[src/design/usb4_li_params.svh]
`ifndef USB4_LI_PARAMS_SVH
`define USB4_LI_PARAMS_SVH

// Cable descriptor in config space
`define LI_CABLE_ADDR        8'd18
`define LI_USB4_BYTE         8'h40
`define LI_CABLE_GEN4_BIT    21
`define LI_CABLE_GEN3_BIT    20

// Partner generation bits in the AT payload
`define LI_PARTNER_GEN4_BIT  18
`define LI_PARTNER_GEN3_BIT  13

// Generation codes, a slower link has a higher code
`define LI_GEN4              2'd0
`define LI_GEN3              2'd1
`define LI_GEN2              2'd2

// Transaction select codes
`define LI_TRANS_IDLE        3'd0
`define LI_TRANS_AT          3'd2

// Lane data select, received ordered sets carry the same codes
`define LI_DSEL_SLOS1        4'd0
`define LI_DSEL_SLOS2        4'd1
`define LI_DSEL_TS1_GEN3     4'd2
`define LI_DSEL_TS2_GEN3     4'd3
`define LI_DSEL_TS1_GEN4     4'd4
`define LI_DSEL_TS2_GEN4     4'd5
`define LI_DSEL_TS3_GEN4     4'd6
`define LI_DSEL_TS4_GEN4     4'd7
`define LI_DSEL_CL0          4'd8
`define LI_DSEL_ZEROS        4'd9

// Ordered-set count targets
`define LI_SENT_GEN4         6'd16
`define LI_RECV_GEN4         6'd1
`define LI_SENT_SLOS         6'd2
`define LI_RECV_GEN3         6'd2
`define LI_SENT_TS1_GEN3     6'd16
`define LI_SENT_TS1_GEN2     6'd32
`define LI_SENT_TS2_GEN3     6'd8
`define LI_SENT_TS2_GEN2     6'd16

`endif

[src/design/usb4_li_pkg.sv]
`include "usb4_li_params.svh"

package usb4_li_pkg;

    typedef enum logic [3:0] {
        DISABLED       = 4'd0,
        CLD_CABLE      = 4'd1,
        CLD_DETECT     = 4'd2,
        CLD_EXCHANGE_1 = 4'd3,
        CLD_EXCHANGE_2 = 4'd4,
        CLD_CLOCK      = 4'd5,
        TS1_GEN4       = 4'd6,
        TS2_GEN4       = 4'd7,
        TS3_GEN4       = 4'd8,
        TS4_GEN4       = 4'd9,
        SLOS1_GEN3     = 4'd10,
        SLOS2_GEN3     = 4'd11,
        TS1_GEN3       = 4'd12,
        TS2_GEN3       = 4'd13,
        CL0            = 4'd14
    } li_state_e;

    typedef logic [1:0] gen_t;
    typedef logic [3:0] dsel_t;
    typedef logic [3:0] os_code_t;
    typedef logic [5:0] os_cnt_t;
    typedef logic [2:0] trans_sel_t;

    // Lane code of a state, also the code expected back from the partner
    function automatic dsel_t state_dsel(input li_state_e s);
        case (s)
            SLOS1_GEN3: return `LI_DSEL_SLOS1;
            SLOS2_GEN3: return `LI_DSEL_SLOS2;
            TS1_GEN3:   return `LI_DSEL_TS1_GEN3;
            TS2_GEN3:   return `LI_DSEL_TS2_GEN3;
            TS1_GEN4:   return `LI_DSEL_TS1_GEN4;
            TS2_GEN4:   return `LI_DSEL_TS2_GEN4;
            TS3_GEN4:   return `LI_DSEL_TS3_GEN4;
            TS4_GEN4:   return `LI_DSEL_TS4_GEN4;
            CL0:        return `LI_DSEL_CL0;
            default:    return `LI_DSEL_ZEROS;
        endcase
    endfunction

endpackage

[src/design/link_params_if.sv]
`timescale 1ns/1ps

// Negotiated link parameters shared by the probe, negotiator, FSM and counter
interface link_params_if;

    logic              cable_usb4;
    usb4_li_pkg::gen_t cable_gen;
    usb4_li_pkg::gen_t partner_gen;
    usb4_li_pkg::gen_t link_speed;

    modport probe (
        output cable_usb4,
        output cable_gen
    );

    modport negotiator (
        input  cable_gen,
        output partner_gen,
        output link_speed
    );

    modport ctrl (
        input cable_usb4,
        input link_speed
    );

    modport counter (
        input link_speed
    );

endinterface

[src/design/lane_init_ctrl.sv]
`timescale 1ns/1ps
`include "usb4_li_params.svh"

module lane_init_ctrl (
    input  logic                   fsm_clk,
    input  logic                   reset_n,
    input  logic                   lane_disable_i,
    input  logic                   tdisabled_min_i,
    input  logic                   disconnect_sbrx_i,
    input  logic                   t_valid_i,
    input  logic                   trans_error_i,
    input  logic                   trans_sent_i,
    input  logic                   new_sym_i,
    input  logic                   ttraining_error_timeout_i,
    input  logic                   targets_met_i,
    link_params_if.ctrl            lp,
    output usb4_li_pkg::li_state_e state_o,
    output usb4_li_pkg::dsel_t     d_sel_o,
    output logic                   fsm_disabled_o,
    output logic                   fsm_training_o
);

    usb4_li_pkg::li_state_e state_q;
    usb4_li_pkg::li_state_e next_state;

    function automatic logic is_training(input usb4_li_pkg::li_state_e s);
        return s inside {usb4_li_pkg::TS1_GEN4, usb4_li_pkg::TS2_GEN4,
                         usb4_li_pkg::TS3_GEN4, usb4_li_pkg::TS4_GEN4,
                         usb4_li_pkg::SLOS1_GEN3, usb4_li_pkg::SLOS2_GEN3,
                         usb4_li_pkg::TS1_GEN3, usb4_li_pkg::TS2_GEN3};
    endfunction

    // States past detect where a sideband disconnect restarts detection
    function automatic logic sbrx_abort(input usb4_li_pkg::li_state_e s);
        return is_training(s) || s inside {usb4_li_pkg::CLD_EXCHANGE_1,
                                           usb4_li_pkg::CLD_EXCHANGE_2,
                                           usb4_li_pkg::CL0};
    endfunction

    assign state_o = state_q;

    always_comb begin
        next_state = state_q;
        case (state_q)
            usb4_li_pkg::DISABLED:
                if (tdisabled_min_i)
                    next_state = usb4_li_pkg::CLD_CABLE;
            usb4_li_pkg::CLD_CABLE:
                if (lp.cable_usb4)
                    next_state = usb4_li_pkg::CLD_DETECT;
            usb4_li_pkg::CLD_DETECT:
                if (!disconnect_sbrx_i)
                    next_state = usb4_li_pkg::CLD_EXCHANGE_1;
            usb4_li_pkg::CLD_EXCHANGE_1:
                if (t_valid_i && !trans_error_i)
                    next_state = usb4_li_pkg::CLD_EXCHANGE_2;
            usb4_li_pkg::CLD_EXCHANGE_2:
                if (trans_sent_i)
                    next_state = usb4_li_pkg::CLD_CLOCK;
            usb4_li_pkg::CLD_CLOCK: begin
                // Gen4 trains with TS1..TS4, slower links start with SLOS
                if (new_sym_i && lp.link_speed == `LI_GEN4)
                    next_state = usb4_li_pkg::TS1_GEN4;
                else if (new_sym_i)
                    next_state = usb4_li_pkg::SLOS1_GEN3;
            end
            usb4_li_pkg::TS1_GEN4:
                if (targets_met_i)
                    next_state = usb4_li_pkg::TS2_GEN4;
            usb4_li_pkg::TS2_GEN4:
                if (targets_met_i)
                    next_state = usb4_li_pkg::TS3_GEN4;
            usb4_li_pkg::TS3_GEN4:
                if (targets_met_i)
                    next_state = usb4_li_pkg::TS4_GEN4;
            usb4_li_pkg::SLOS1_GEN3:
                if (targets_met_i)
                    next_state = usb4_li_pkg::SLOS2_GEN3;
            usb4_li_pkg::SLOS2_GEN3:
                if (targets_met_i)
                    next_state = usb4_li_pkg::TS1_GEN3;
            usb4_li_pkg::TS1_GEN3:
                if (targets_met_i)
                    next_state = usb4_li_pkg::TS2_GEN3;
            // Last training state waits for a symbol boundary
            usb4_li_pkg::TS4_GEN4, usb4_li_pkg::TS2_GEN3:
                if (targets_met_i && new_sym_i)
                    next_state = usb4_li_pkg::CL0;
            usb4_li_pkg::CL0:
                next_state = usb4_li_pkg::CL0;
            default:
                next_state = usb4_li_pkg::DISABLED;
        endcase

        // Abort paths, later checks win
        if (is_training(state_q) && ttraining_error_timeout_i)
            next_state = usb4_li_pkg::CLD_EXCHANGE_1;
        if (sbrx_abort(state_q) && disconnect_sbrx_i)
            next_state = usb4_li_pkg::CLD_DETECT;
        if (lane_disable_i)
            next_state = usb4_li_pkg::DISABLED;
    end

    // Outputs follow the next state so they move with the state register
    always_ff @(posedge fsm_clk or negedge reset_n) begin
        if (!reset_n) begin
            state_q        <= usb4_li_pkg::DISABLED;
            d_sel_o        <= `LI_DSEL_ZEROS;
            fsm_disabled_o <= 1'b1;
            fsm_training_o <= 1'b0;
        end else begin
            state_q        <= next_state;
            d_sel_o        <= usb4_li_pkg::state_dsel(next_state);
            fsm_disabled_o <= (next_state == usb4_li_pkg::DISABLED);
            fsm_training_o <= is_training(next_state);
        end
    end

endmodule

[src/design/cable_probe.sv]
`timescale 1ns/1ps
`include "usb4_li_params.svh"

module cable_probe (
    input  logic                   fsm_clk,
    input  logic                   reset_n,
    input  usb4_li_pkg::li_state_e state_i,
    input  logic [31:0]            c_data_i,
    output logic                   c_read_o,
    output logic [7:0]             c_address_o,
    link_params_if.probe           lp
);

    // Descriptor read runs for as long as the FSM sits in CLD_CABLE
    assign c_read_o    = (state_i == usb4_li_pkg::CLD_CABLE);
    assign c_address_o = c_read_o ? `LI_CABLE_ADDR : 8'd0;

    always_ff @(posedge fsm_clk or negedge reset_n) begin
        if (!reset_n) begin
            lp.cable_usb4 <= 1'b0;
            lp.cable_gen  <= `LI_GEN4;
        end else if (state_i == usb4_li_pkg::DISABLED) begin
            lp.cable_usb4 <= 1'b0;
            lp.cable_gen  <= `LI_GEN4;
        end else if (c_read_o) begin
            lp.cable_usb4 <= (c_data_i[7:0] == `LI_USB4_BYTE);
            // Gen4 bit wins over Gen3, neither means Gen2
            if (c_data_i[`LI_CABLE_GEN4_BIT])
                lp.cable_gen <= `LI_GEN4;
            else if (c_data_i[`LI_CABLE_GEN3_BIT])
                lp.cable_gen <= `LI_GEN3;
            else
                lp.cable_gen <= `LI_GEN2;
        end
    end

endmodule

[src/design/gen_negotiator.sv]
`timescale 1ns/1ps
`include "usb4_li_params.svh"

module gen_negotiator (
    input  logic                   fsm_clk,
    input  logic                   reset_n,
    input  usb4_li_pkg::li_state_e state_i,
    input  logic                   t_valid_i,
    input  logic [23:0]            payload_i,
    link_params_if.negotiator      lp
);

    usb4_li_pkg::gen_t payload_gen;
    logic              capture;

    assign payload_gen = payload_i[`LI_PARTNER_GEN4_BIT] ? `LI_GEN4 :
                         payload_i[`LI_PARTNER_GEN3_BIT] ? `LI_GEN3 : `LI_GEN2;

    assign capture = t_valid_i && (state_i == usb4_li_pkg::CLD_EXCHANGE_1);

    always_ff @(posedge fsm_clk or negedge reset_n) begin
        if (!reset_n) begin
            lp.partner_gen <= `LI_GEN4;
            lp.link_speed  <= `LI_GEN4;
        end else if (state_i == usb4_li_pkg::DISABLED) begin
            lp.partner_gen <= `LI_GEN4;
            lp.link_speed  <= `LI_GEN4;
        end else begin
            if (capture)
                lp.partner_gen <= payload_gen;
            // Slower side sets the speed, so Gen2 beats Gen3 beats Gen4
            if (lp.cable_gen == `LI_GEN2 || lp.partner_gen == `LI_GEN2)
                lp.link_speed <= `LI_GEN2;
            else if (lp.cable_gen == `LI_GEN3 || lp.partner_gen == `LI_GEN3)
                lp.link_speed <= `LI_GEN3;
            else
                lp.link_speed <= `LI_GEN4;
        end
    end

endmodule

[src/design/os_counter.sv]
`timescale 1ns/1ps
`include "usb4_li_params.svh"

module os_counter (
    input  logic                   fsm_clk,
    input  logic                   reset_n,
    input  usb4_li_pkg::li_state_e state_i,
    input  logic                   os_sent_i,
    input  usb4_li_pkg::os_code_t  os_in_l0_i,
    input  usb4_li_pkg::os_code_t  os_in_l1_i,
    link_params_if.counter         lp,
    output logic                   targets_met_o
);

    usb4_li_pkg::li_state_e prev_state_q;
    usb4_li_pkg::os_code_t  exp_code;
    usb4_li_pkg::os_cnt_t   sent_tgt;
    usb4_li_pkg::os_cnt_t   recv_tgt;
    usb4_li_pkg::os_cnt_t   sent_cnt_q;
    usb4_li_pkg::os_cnt_t   l0_cnt_q;
    usb4_li_pkg::os_cnt_t   l1_cnt_q;
    logic                   entry;
    logic                   gen2;

    assign entry    = (state_i != prev_state_q);
    assign gen2     = (lp.link_speed == `LI_GEN2);
    assign exp_code = usb4_li_pkg::state_dsel(state_i);

    // Targets stay zero outside training
    always_comb begin
        sent_tgt = '0;
        recv_tgt = '0;
        case (state_i)
            usb4_li_pkg::TS1_GEN4, usb4_li_pkg::TS2_GEN4,
            usb4_li_pkg::TS3_GEN4, usb4_li_pkg::TS4_GEN4: begin
                sent_tgt = `LI_SENT_GEN4;
                recv_tgt = `LI_RECV_GEN4;
            end
            usb4_li_pkg::SLOS1_GEN3, usb4_li_pkg::SLOS2_GEN3: begin
                sent_tgt = `LI_SENT_SLOS;
                recv_tgt = `LI_RECV_GEN3;
            end
            usb4_li_pkg::TS1_GEN3: begin
                sent_tgt = gen2 ? `LI_SENT_TS1_GEN2 : `LI_SENT_TS1_GEN3;
                recv_tgt = `LI_RECV_GEN3;
            end
            usb4_li_pkg::TS2_GEN3: begin
                sent_tgt = gen2 ? `LI_SENT_TS2_GEN2 : `LI_SENT_TS2_GEN3;
                recv_tgt = `LI_RECV_GEN3;
            end
            default: begin
                sent_tgt = '0;
                recv_tgt = '0;
            end
        endcase
    end

    always_ff @(posedge fsm_clk or negedge reset_n) begin
        if (!reset_n) begin
            prev_state_q <= usb4_li_pkg::DISABLED;
            sent_cnt_q   <= '0;
            l0_cnt_q     <= '0;
            l1_cnt_q     <= '0;
        end else begin
            prev_state_q <= state_i;
            if (entry) begin
                sent_cnt_q <= '0;
                l0_cnt_q   <= '0;
                l1_cnt_q   <= '0;
            end else begin
                if (os_sent_i && sent_cnt_q < sent_tgt)
                    sent_cnt_q <= sent_cnt_q + 6'd1;
                if (os_in_l0_i == exp_code && l0_cnt_q < recv_tgt)
                    l0_cnt_q <= l0_cnt_q + 6'd1;
                if (os_in_l1_i == exp_code && l1_cnt_q < recv_tgt)
                    l1_cnt_q <= l1_cnt_q + 6'd1;
            end
        end
    end

    // Counts left from the previous state are ignored on entry
    assign targets_met_o = !entry && (sent_cnt_q == sent_tgt) &&
                           (l0_cnt_q == recv_tgt) && (l1_cnt_q == recv_tgt);

endmodule

[src/design/sb_trans_ctrl.sv]
`timescale 1ns/1ps
`include "usb4_li_params.svh"

module sb_trans_ctrl (
    input  logic                    fsm_clk,
    input  logic                    reset_n,
    input  usb4_li_pkg::li_state_e  state_i,
    input  logic                    sync_busy_i,
    input  logic                    trans_error_i,
    output usb4_li_pkg::trans_sel_t trans_sel_o,
    output logic                    disconnect_sbtx_o
);

    logic in_ex1;
    logic in_ex1_q;
    logic at_pend_q;
    logic at_req;
    logic at_fire;

    assign in_ex1  = (state_i == usb4_li_pkg::CLD_EXCHANGE_1);
    // Request is raised on entry or left pending by an error or a busy sideband
    assign at_req  = in_ex1 && (at_pend_q || !in_ex1_q);
    assign at_fire = at_req && !sync_busy_i;

    assign trans_sel_o = at_fire ? `LI_TRANS_AT : `LI_TRANS_IDLE;

    always_ff @(posedge fsm_clk or negedge reset_n) begin
        if (!reset_n) begin
            in_ex1_q          <= 1'b0;
            at_pend_q         <= 1'b0;
            disconnect_sbtx_o <= 1'b1;
        end else begin
            in_ex1_q  <= in_ex1;
            at_pend_q <= in_ex1 && (trans_error_i || (at_req && !at_fire));
            // Sideband transmitter stays off until the cable is found
            disconnect_sbtx_o <= (state_i == usb4_li_pkg::DISABLED) ||
                                 (state_i == usb4_li_pkg::CLD_CABLE);
        end
    end

endmodule

[src/design/usb4_lane_init_top.sv]
`timescale 1ns/1ps

module usb4_lane_init_top (
    input  logic                    fsm_clk,
    input  logic                    reset_n,
    input  logic                    lane_disable_i,
    input  logic                    tdisabled_min_i,
    input  logic [31:0]             c_data_i,
    input  logic                    disconnect_sbrx_i,
    input  logic                    sync_busy_i,
    input  logic                    t_valid_i,
    input  logic                    trans_error_i,
    input  logic                    trans_sent_i,
    input  logic [23:0]             payload_i,
    input  logic                    new_sym_i,
    input  logic                    os_sent_i,
    input  usb4_li_pkg::os_code_t   os_in_l0_i,
    input  usb4_li_pkg::os_code_t   os_in_l1_i,
    input  logic                    ttraining_error_timeout_i,
    output usb4_li_pkg::dsel_t      d_sel_o,
    output usb4_li_pkg::gen_t       link_speed_o,
    output logic [7:0]              c_address_o,
    output logic                    c_read_o,
    output usb4_li_pkg::trans_sel_t trans_sel_o,
    output logic                    disconnect_sbtx_o,
    output logic                    fsm_disabled_o,
    output logic                    fsm_training_o
);

    usb4_li_pkg::li_state_e li_state;
    logic                   targets_met;

    link_params_if lp ();

    assign link_speed_o = lp.link_speed;

    lane_init_ctrl u_ctrl (
        .fsm_clk                   (fsm_clk),
        .reset_n                   (reset_n),
        .lane_disable_i            (lane_disable_i),
        .tdisabled_min_i           (tdisabled_min_i),
        .disconnect_sbrx_i         (disconnect_sbrx_i),
        .t_valid_i                 (t_valid_i),
        .trans_error_i             (trans_error_i),
        .trans_sent_i              (trans_sent_i),
        .new_sym_i                 (new_sym_i),
        .ttraining_error_timeout_i (ttraining_error_timeout_i),
        .targets_met_i             (targets_met),
        .lp                        (lp.ctrl),
        .state_o                   (li_state),
        .d_sel_o                   (d_sel_o),
        .fsm_disabled_o            (fsm_disabled_o),
        .fsm_training_o            (fsm_training_o)
    );

    cable_probe u_probe (
        .fsm_clk     (fsm_clk),
        .reset_n     (reset_n),
        .state_i     (li_state),
        .c_data_i    (c_data_i),
        .c_read_o    (c_read_o),
        .c_address_o (c_address_o),
        .lp          (lp.probe)
    );

    gen_negotiator u_negotiator (
        .fsm_clk   (fsm_clk),
        .reset_n   (reset_n),
        .state_i   (li_state),
        .t_valid_i (t_valid_i),
        .payload_i (payload_i),
        .lp        (lp.negotiator)
    );

    os_counter u_os_counter (
        .fsm_clk       (fsm_clk),
        .reset_n       (reset_n),
        .state_i       (li_state),
        .os_sent_i     (os_sent_i),
        .os_in_l0_i    (os_in_l0_i),
        .os_in_l1_i    (os_in_l1_i),
        .lp            (lp.counter),
        .targets_met_o (targets_met)
    );

    sb_trans_ctrl u_sb_trans (
        .fsm_clk           (fsm_clk),
        .reset_n           (reset_n),
        .state_i           (li_state),
        .sync_busy_i       (sync_busy_i),
        .trans_error_i     (trans_error_i),
        .trans_sel_o       (trans_sel_o),
        .disconnect_sbtx_o (disconnect_sbtx_o)
    );

endmodule

[config.mk]
export PLATFORM = sky130hd
export DESIGN_NAME = usb4_lane_init_top
export DESIGN_NICKNAME = d
export VERILOG_FILES = /design/src/design/usb4_li_pkg.sv /design/src/design/link_params_if.sv /design/src/design/lane_init_ctrl.sv /design/src/design/cable_probe.sv /design/src/design/gen_negotiator.sv /design/src/design/os_counter.sv /design/src/design/sb_trans_ctrl.sv /design/src/design/usb4_lane_init_top.sv
export VERILOG_INCLUDE_DIRS = /design/src /design/src/design
export SDC_FILE = /design/constraint.sdc
export NUM_CORES = 1
export LEC_CHECK = 0
export ABC_CLOCK_PERIOD_IN_PS = 4100
export BUFFER_PORTS_ARGS = -buffer_cell sky130_fd_sc_hd__buf_2
export CORE_ASPECT_RATIO = 1.25
export CORE_MARGIN = 2
export CORE_UTILIZATION = 36
export DETAILED_ROUTE_END_ITERATION = 8
export PLACE_DENSITY_LB_ADDON = 0.2
export SETUP_SLACK_MARGIN = 0.2
export SKIP_LAST_GASP = 1
export SLEW_MARGIN = 20
export SYNTH_ARGS = -nofsm -noshare
export SYNTH_HDL_FRONTEND = slang
export SYNTH_SLANG_ARGS = --single-unit
[constraint.sdc]
create_clock -name fsm_clk -period 4.1 [get_ports fsm_clk]
set_input_delay 0.82 -clock fsm_clk [delete_from_list [all_inputs] [get_ports fsm_clk]]
set_output_delay 0.82 -clock fsm_clk [all_outputs]
set_load 0.01 [all_outputs]
==> qor.txt, run 1 <==
Initial core utilization -> 37.3%
Status -> completed
Post-cts repair resize count -> 0
Die width -> 82.5 um
Worst path cell trace -> inv_1 > nor2_1 > nand4_1 > ha_1 > nand2_1 > or3_4 > o31ai_2 > nand4_1 > o41ai_2 > inv_2 > a2111oi_4
Pwr Density -> 486 nW/um^2
GRT Total Usage -> 15.6%
TritonCTS Buffers -> 5
Remaining Overflow, GRT -> 0
Post-DP Area -> 3020 um^2
I/O pins -> 97
Reg2Reg Setup Slack -> 0.80 ns
Worst hold slack -> 0.513 ns
Post-synthesis area per instance -> 9.47 um^2
Latest clock arrival within the worst-skew pair -> 0.30 ns
Final Hold Viols -> 0
FILL cells -> 751
Core box area -> 7440 um^2
Die Ht -> 102 um
Post-route ant nets -> 0
Largest net degree at the start of global routing -> 43
Clock Sinks -> 42
Synth top area share -> 34.3%
Ys async rst share -> 100%
RSZ-0062 raised after global routing -> false
Setup TNS -> 0 ns
Fmax -> 0.303 GHz
Critical path endpoint category -> register
CP max stage delay -> 0.49 ns
Most area-consuming cells after synthesis -> dfrtp_1 34%, ha_1 5.0%, xnor2_1 4.4%
Vias in the first global route -> 2112
Slew Limit Fails -> 0
Hold Startpoint -> u_os_counter.l1_cnt_q[4]
Type of the worst setup path -> register to register
Commonest non-fill, non-tap cells in the layout -> 44 x buf_2, 38 x dfrtp_1, 31 x nor2_1, 23 x a21oi_1, 16 x nand2_1
DR iter-0 viols -> 151
Critical path's slowest cell -> dfrtp_1
Vias per cell -> 5.19
FP Rows -> 35
Layout area overhead -> 12.8%
CTS tree -> built
Final Critical Period -> 3.30 ns
GPL Wtd Cong -> 0.785
NumNets Final -> 420
DRC errors left -> 0
ANT cells -> 0
RR Endpoint -> u_ctrl.fsm_disabled_o
Synth Instances -> 293
First-pass GRT wire length -> 10300 um
Clock Skews -> 0.00567 ns
Measured slew at the worst slew-check pin -> 0.943 ns
Worst setup SP type -> register
Final Setup Violations -> 0
Initial antenna violation count -> 0
Relative slew slack -> 37.1%
Final HPWL from detailed placement -> 4550 um
Commonest non-fill, non-tap cell in the layout -> buf_2
1st-pass router iterations -> 4
H-Tree Depth -> 2
EDFF count, synth -> 0
Clock transition at path regs -> 0.08 ns
Max VDD drop -> 0.293 mV
DIE AREA -> 8430 um^2
Synth Cell Area -> 2780 um^2
Yosys warns -> 0
Post-synthesis sequential element count -> 42
Top cell type by total area after synthesis -> dfrtp_1
Top cell by count, worst path -> nand4_1
CTS hold repair buffers -> 0
Root buffer cell -> clkbuf_8
Launching point of the worst reg2reg path -> u_ctrl.state_o[0]
Worst Path Arrival -> 3.51 ns
Clock buffer depth -> 2
Post-Route WL -> 6090 um
Register area share after synthesis -> 38.1%
Most used DFF post-synth -> dfrtp_1
IO buf count -> 44
Share of post-route cells with drive strength above 1 -> 23.1%
Post-CTS Setup Bufs -> 0
Worst Hold Class -> register to register
Part of the cycle the worst path needs -> 80.5%
Cell area after layout -> 3130 um^2
Hold Path Cell Cnt -> 1
Reg2reg path depth -> 11
Crit Path Max Fanout -> 8
Max-Cap Viols -> 0
Vias -> 2209
Yosys cell types -> 66
CP required -> 4.31 ns
Worst Hold End -> u_os_counter.l1_cnt_q[4]
Leakage -> 1.38 nW
Routed length per instance -> 14.3 um
## area by class of cell
cell class / count / area (um^2) / share of cell area (%)
clock buffers: 6 / 72.6 / 2.32
clock inverters: 2 / 37.5 / 1.20
inverters: 16 / 60.1 / 1.92
multi-input cells: 220 / 1540 / 49.1
flip-flops and latches: 42 / 1060 / 33.7
well taps: 92 / 115 / 3.68
repair buffers: 48 / 250 / 8.00
## metal layers
| metal | up-vias | global-route usage, % | routed length [um] |
|---|---|---|---|
| met5 | - | 0 | 0 |
| met4 | 0 | 4.54 | 72 |
| met3 | 7 | 2.83 | 256 |
| met2 | 61 | 24.8 | 2920 |
| met1 | 1033 | 21.6 | 2850 |
| li1 | 1108 | - | - |
## sequential cells by signal, indices dropped and copies added, names as in the netlist
name and count:
u_os_counter.l0_cnt_q 6, u_os_counter.l1_cnt_q 6, u_os_counter.sent_cnt_q 6, u_ctrl.d_sel_o 4
u_ctrl.state_o 4, u_os_counter.prev_state_q 4, u_negotiator.lp.link_speed 2, u_negotiator.lp.partner_gen 2
u_probe.lp.cable_gen 2, u_ctrl.fsm_disabled_o 1, u_ctrl.fsm_training_o 1, u_probe.lp.cable_usb4 1
u_sb_trans.at_pend_q 1, u_sb_trans.disconnect_sbtx_o 1, u_sb_trans.in_ex1_q 1
## power breakdown
part	total (mW)	switching [mW]	internal (mW)
clock network	0.329	0.148	0.182
logic	0.705	0.456	0.248
registers	0.487	0.0284	0.459
total	1.52	0.632	0.889
## Yosys cell counts, types with 4 or more instances
cell type	instances
inv_1	14
nand3b_1	4
dfrtp_1	38
o21ai_0	9
nand3_1	8
and2_1	8
xnor2_1	14
nor2_1	31
nor3_1	5
ha_1	11
a21oi_1	23
dfstp_2	4
nand4_1	5
nand2_1	16
buf_4	14
nand2b_1	8
buf_2	4
nor2b_1	6
## worst max-delay path, delay by kind of cell (launching register included)
family / cells / cell delay, ns
adders and majority gates: 1 / 0.32
DFF: 1 / 0.49
and+or+nand+nor: 5 / 1.03
AOI/OAI and AO/OA: 3 / 1.04
buffers and inverters: 2 / 0.33
## per-stage QoR
| step | worst slack (ns) | instances | util, % | power [mW] |
|---|---|---|---|---|
| 6_report | 0.800 | 426 | 42.0 | 1.52 |
| 5_1_grt | 0.513 | 426 | 42.0 | 1.62 |
| 4_1_cts | 0.798 | 426 | 42.0 | 1.54 |
| 3_5_place_dp | 0.832 | 418 | 40.6 | 1.21 |
| 3_3_place_gp | 0.831 | 418 | 40.6 | 1.20 |
| 2_1_floorplan | 0.824 | 300 | - | 1.06 |
## kinds of logic after synthesis
group | count (synthesis) | share of synthesized area, %
adder cells (fa/ha/maj) | 11 | 4.96
buffers and inverters | 38 | 7.48
AND/OR/NAND/NOR | 110 | 22.5
flip-flops | 42 | 38.1
multiplexers | 5 | 1.89
other | 1 | 0.135
AO/OA/AOI/OAI | 67 | 17.7
XOR/XNOR | 19 | 7.21
## worst max-delay path by stage
stage,startpoint,endpoint,slack (ns),cells after the start
after global routing,u_ctrl.state_o[0],u_ctrl.fsm_disabled_o,0.51,11
after CTS,u_ctrl.state_o[0],u_ctrl.fsm_disabled_o,0.80,11
after detailed placement,u_ctrl.state_o[1],u_ctrl.fsm_disabled_o,0.83,10
final,u_ctrl.state_o[0],u_ctrl.fsm_disabled_o,0.80,11
after floorplan,u_ctrl.state_o[2],u_ctrl.fsm_training_o,0.82,11
after global placement,u_ctrl.state_o[1],u_ctrl.fsm_disabled_o,0.83,10
(Power assumes the default switching activity.)
==> inputs of run 2 (changes only) <==
Settings changed: ABC_AREA set to 1, ABC_CLOCK_PERIOD_IN_PS 4100 to 3100.
Clock period 4.1 ns to 3.1 ns, I/O delays scaled along.
==> run 2 against run 1 <==
Net effect:
- design area down 3.6%
- maximum frequency up 27%
- sequential power up 18%
- first-iteration DRC count down 50%
- cell count up 12%
- power down 22%
- register-to-register slack worse by 0.31 ns
- sequential share of layout area up 1.3 points
- setup slack worse by 0.31 ns
- hold slack worse by 0.21 ns
- die area down 5.4%
==> qor.txt, run 2 <==
Final Power -> 1.18 mW (was 1.52 mW)
Vias per cell -> 4.69 (was 5.19)
Layout area overhead -> 15.2% (was 12.8%)
GRT Total Usage -> 15.0% (was 15.6%)
Worst setup SP type -> register (unchanged)
Initial core utilization -> 37.3% (about the same)
DRC errors left -> 0 (unchanged)
Max-Cap Viols -> 0 (unchanged)
Clock power share -> 36.7% (was 21.6%)
Slew Limit Fails -> 0 (unchanged)
1st-pass router iterations -> 4 (unchanged)
Vias in the first global route -> 2223 (was 2112)
Yosys cell types -> 36 (was 66)
Clock Skews -> 0.00360 ns (was 0.00567 ns)
Most frequent cells after synthesis -> 57 x nand2_1, 47 x inv_1, 39 x nor2_1 (was 38 x dfrtp_1, 31 x nor2_1, 23 x a21oi_1)
Sw Share -> 26.9% (was 41.6%)
FP Rows -> 34 (was 35)
Commonest non-fill, non-tap cells in the layout -> 57 x nand2_1, 47 x inv_1, 43 x buf_2, 38 x nor2_1, 36 x dfrtp_1 (was 44 x buf_2, 38 x dfrtp_1, 31 x nor2_1, 23 x a21oi_1, 16 x nand2_1)
Critical Path Sink -> u_ctrl.fsm_training_o (was u_ctrl.fsm_disabled_o)
Reg area -> 1060 um^2 (about the same)
TritonCTS Buffers -> 5 (unchanged)
Clock Sinks -> 42 (unchanged)
Sw power -> 0.319 mW (was 0.632 mW)
I/O pins -> 97 (unchanged)
GPL Wtd Cong -> 0.878 (was 0.785)
Multi-input logic area -> 1240 um^2 (was 1540 um^2)
Yosys warns -> 0 (unchanged)
Post-route ant nets -> 0 (unchanged)
Largest regs -> u_os_counter.l0_cnt_q x6, u_os_counter.l1_cnt_q x6, u_os_counter.sent_cnt_q x6 (unchanged)
Most area-consuming cells after synthesis -> dfrtp_1 36%, nand2_1 8.2%, inv_1 6.7% (was dfrtp_1 34%, ha_1 5.0%, xnor2_1 4.4%)
DIE AREA -> 7980 um^2 (was 8430 um^2)
Post-synthesis sequential element count -> 42 (unchanged)
Register area share after synthesis -> 40.3% (was 38.1%)
Measured slew at the worst slew-check pin -> 0.541 ns (was 0.943 ns)
Most used DFF post-synth -> dfrtp_1 (unchanged)
Launching point of the worst reg2reg path -> u_ctrl.state_o[1] (was u_ctrl.state_o[0])
Commonest non-fill, non-tap cell in the layout -> nand2_1 (was buf_2)
CP startpoint -> u_ctrl.state_o[1] (was u_ctrl.state_o[0])
Ys async rst share -> 100% (unchanged)
Fmax -> 0.384 GHz (was 0.303 GHz)
Clock buffer depth -> 2 (unchanged)
ANT cells -> 0 (unchanged)
Share of post-route cells with drive strength above 1 -> 27.1% (was 23.1%)
DR iter-0 viols -> 76 (was 151)
Synth Cell Area -> 2620 um^2 (was 2780 um^2)
Die width -> 80.3 um (was 82.5 um)
Synth top area share -> 36.3% (was 34.3%)
H-Tree Depth -> 2 (unchanged)
Most frequent cell after synthesis -> nand2_1 (was dfrtp_1)
Post-Route WL -> 5510 um (was 6090 um)
Remaining Overflow, GRT -> 0 (unchanged)
Latest clock arrival within the worst-skew pair -> 0.29 ns (was 0.30 ns)
Crit Path Max Fanout -> 8 (unchanged)
Final Util -> 43.0% (was 42.0%)
Comb power frac -> 14.6% (was 46.3%)
Leakage -> 1.57 nW (was 1.38 nW)
Root buffer cell -> clkbuf_8 (unchanged)
Largest net degree at the start of global routing -> 43 (unchanged)
Vias -> 2239 (was 2209)
Final Setup Violations -> 0 (unchanged)
RSZ-0062 raised after global routing -> false (unchanged)
Critical path endpoint category -> register (unchanged)
IO buf count -> 44 (unchanged)
Core box area -> 7020 um^2 (was 7440 um^2)
EDFF count, synth -> 0 (unchanged)
Max VDD drop -> 0.198 mV (was 0.293 mV)
Relative slew slack -> 64.0% (was 37.1%)
Clock transition at path regs -> 0.08 ns (about the same)
Setup TNS -> 0 ns (unchanged)
Reg2Reg Setup Slack -> 0.49 ns (was 0.80 ns)
Worst Hold Class -> input pin to async pin (was register to register)
Final Hold Viols -> 0 (unchanged)
Final HPWL from detailed placement -> 4330 um (was 4550 um)
Power share of the sequential group -> 48.7% (was 32.0%)
Top cell type by total area after synthesis -> dfrtp_1 (unchanged)
Initial antenna violation count -> 0 (unchanged)
CTS tree -> built (unchanged)
Synth Instances -> 339 (was 293)
NumNets Final -> 473 (was 420)
Pint -> 0.865 mW (was 0.889 mW)
FILL cells -> 741 (was 751)
Post-synthesis area per instance -> 7.72 um^2 (was 9.47 um^2)
CTS hold repair buffers -> 0 (unchanged)
Final Critical Period -> 2.61 ns (was 3.30 ns)
Reg2reg path depth -> 18 (was 11)
Die Ht -> 99.4 um (was 102 um)
RR Endpoint -> u_ctrl.fsm_training_o (was u_ctrl.fsm_disabled_o)
Pwr Density -> 393 nW/um^2 (was 486 nW/um^2)
Type of the worst setup path -> register to register (unchanged)
Worst Path Arrival -> 2.81 ns (was 3.51 ns)
CP required -> 3.30 ns (was 4.31 ns)
Part of the cycle the worst path needs -> 84.1% (was 80.5%)
First-pass GRT wire length -> 9480 um (was 10300 um)
Status -> completed (unchanged)
Routed length per instance -> 11.5 um (was 14.3 um)
[run 2: changes by cell type after synthesis, moves of 6 or more]
cell      previous run  this run
inv_1               14        47
nand2_1             16        57
nand3_1              8        19
and2_1               8         0
nor2_1              31        39
nor2_2               0         6
inv_2                2        13
nand2b_1             8         0
nor2b_1              6         0
nand2_2              0        12
xnor2_1             14         5
a21oi_1             23        15
[run 2: worst min-delay path by stage]
stage	endpoint	slack, ns	cells after the start
after floorplan	u_ctrl.d_sel_o[1]	0.32	0
after global placement	u_os_counter.sent_cnt_q[5]	0.46	1
final	u_os_counter.l0_cnt_q[3]	0.30	1
after CTS	u_os_counter.prev_state_q[0]	0.49	0
after global routing	u_ctrl.d_sel_o[1]	0.36	1
after detailed placement	u_os_counter.prev_state_q[0]	0.47	0
[run 2: logic make-up (layout without fill, tap and decap cells)]
group | after synthesis | in the layout | share of synthesized area [%]
xor gates and xnor gates | 8 | 8 | 2.68
adders and majority gates | 11 | 11 | 5.26
AOI/OAI and AO/OA | 48 | 48 | 11.0
other | 1 | 8 | 0.143
and+or+nand+nor | 151 | 151 | 26.7
DFF | 42 | 42 | 40.3
buffers and inverters | 78 | 119 | 13.9
[run 2: repair_timing]
action,in CTS,in global routing
setup endpoints to repair,0,7
gates resized for setup,0,7
buffers inserted,0,0
[run 2: area by class of cell]
type / instances / share of cell area, %
clock buffers: 5 / 2.28
clock inverters: 3 / 1.49
inverters: 62 / 7.76
multi-input cells: 226 / 41.0
flip-flops and latches: 42 / 35.1
well taps: 90 / 3.73
repair buffers: 49 / 8.63
[run 2: power by group through the flow]
| stage | Sequential [mW] | Clock [mW] | Combinational (mW) |
|---|---|---|---|
| finish | 0.577 | 0.434 | 0.173 |
| global route | 0.580 | 0.470 | 0.198 |
| floorplan | 0.586 | 0 | 0.116 |
| detailed placement | 0.588 | 0 | 0.165 |
| CTS | 0.577 | 0.454 | 0.165 |
| global placement | 0.587 | 0 | 0.161 |
[run 2: metrics by stage]
stage	hold WS, ns	instance area, um^2	worst slack (ns)	std cells
after global placement	0.463	2890	0.269	469
after CTS	0.495	3000	0.214	477
final	0.302	3020	0.493	477
after floorplan	0.324	2650	0.741	346
after global routing	0.360	3020	0.260	477
after detailed placement	0.472	2890	0.256	469
[run 2: metal layers]
metal | wire (um) | global-route usage [%] | share of wire [%]
met1 | 2440 | 17.6 | 44
met2 | 2760 | 27.0 | 50
met3 | 219 | 2.99 | 4.0
met4 | 84 | 4.82 | 1.5
met5 | 0 | 0 | 0
[run 2: critical path, stage by stage, from the launching register on]
cell and delay (ns):
dfrtp_2 0.47, inv_2 0.15, nand2_1 0.11, nor2_2 0.18
o21ai_1 0.14, ha_1 0.32, nand2_1 0.05, nor2_1 0.13
nand2_1 0.11, nor2_4 0.15, nand2_2 0.10, nand2_1 0.11
nand3_2 0.09, nand2_1 0.08, nand2_2 0.08, nand2_2 0.09
nand2_2 0.06, nand2_2 0.07, inv_2 0.03
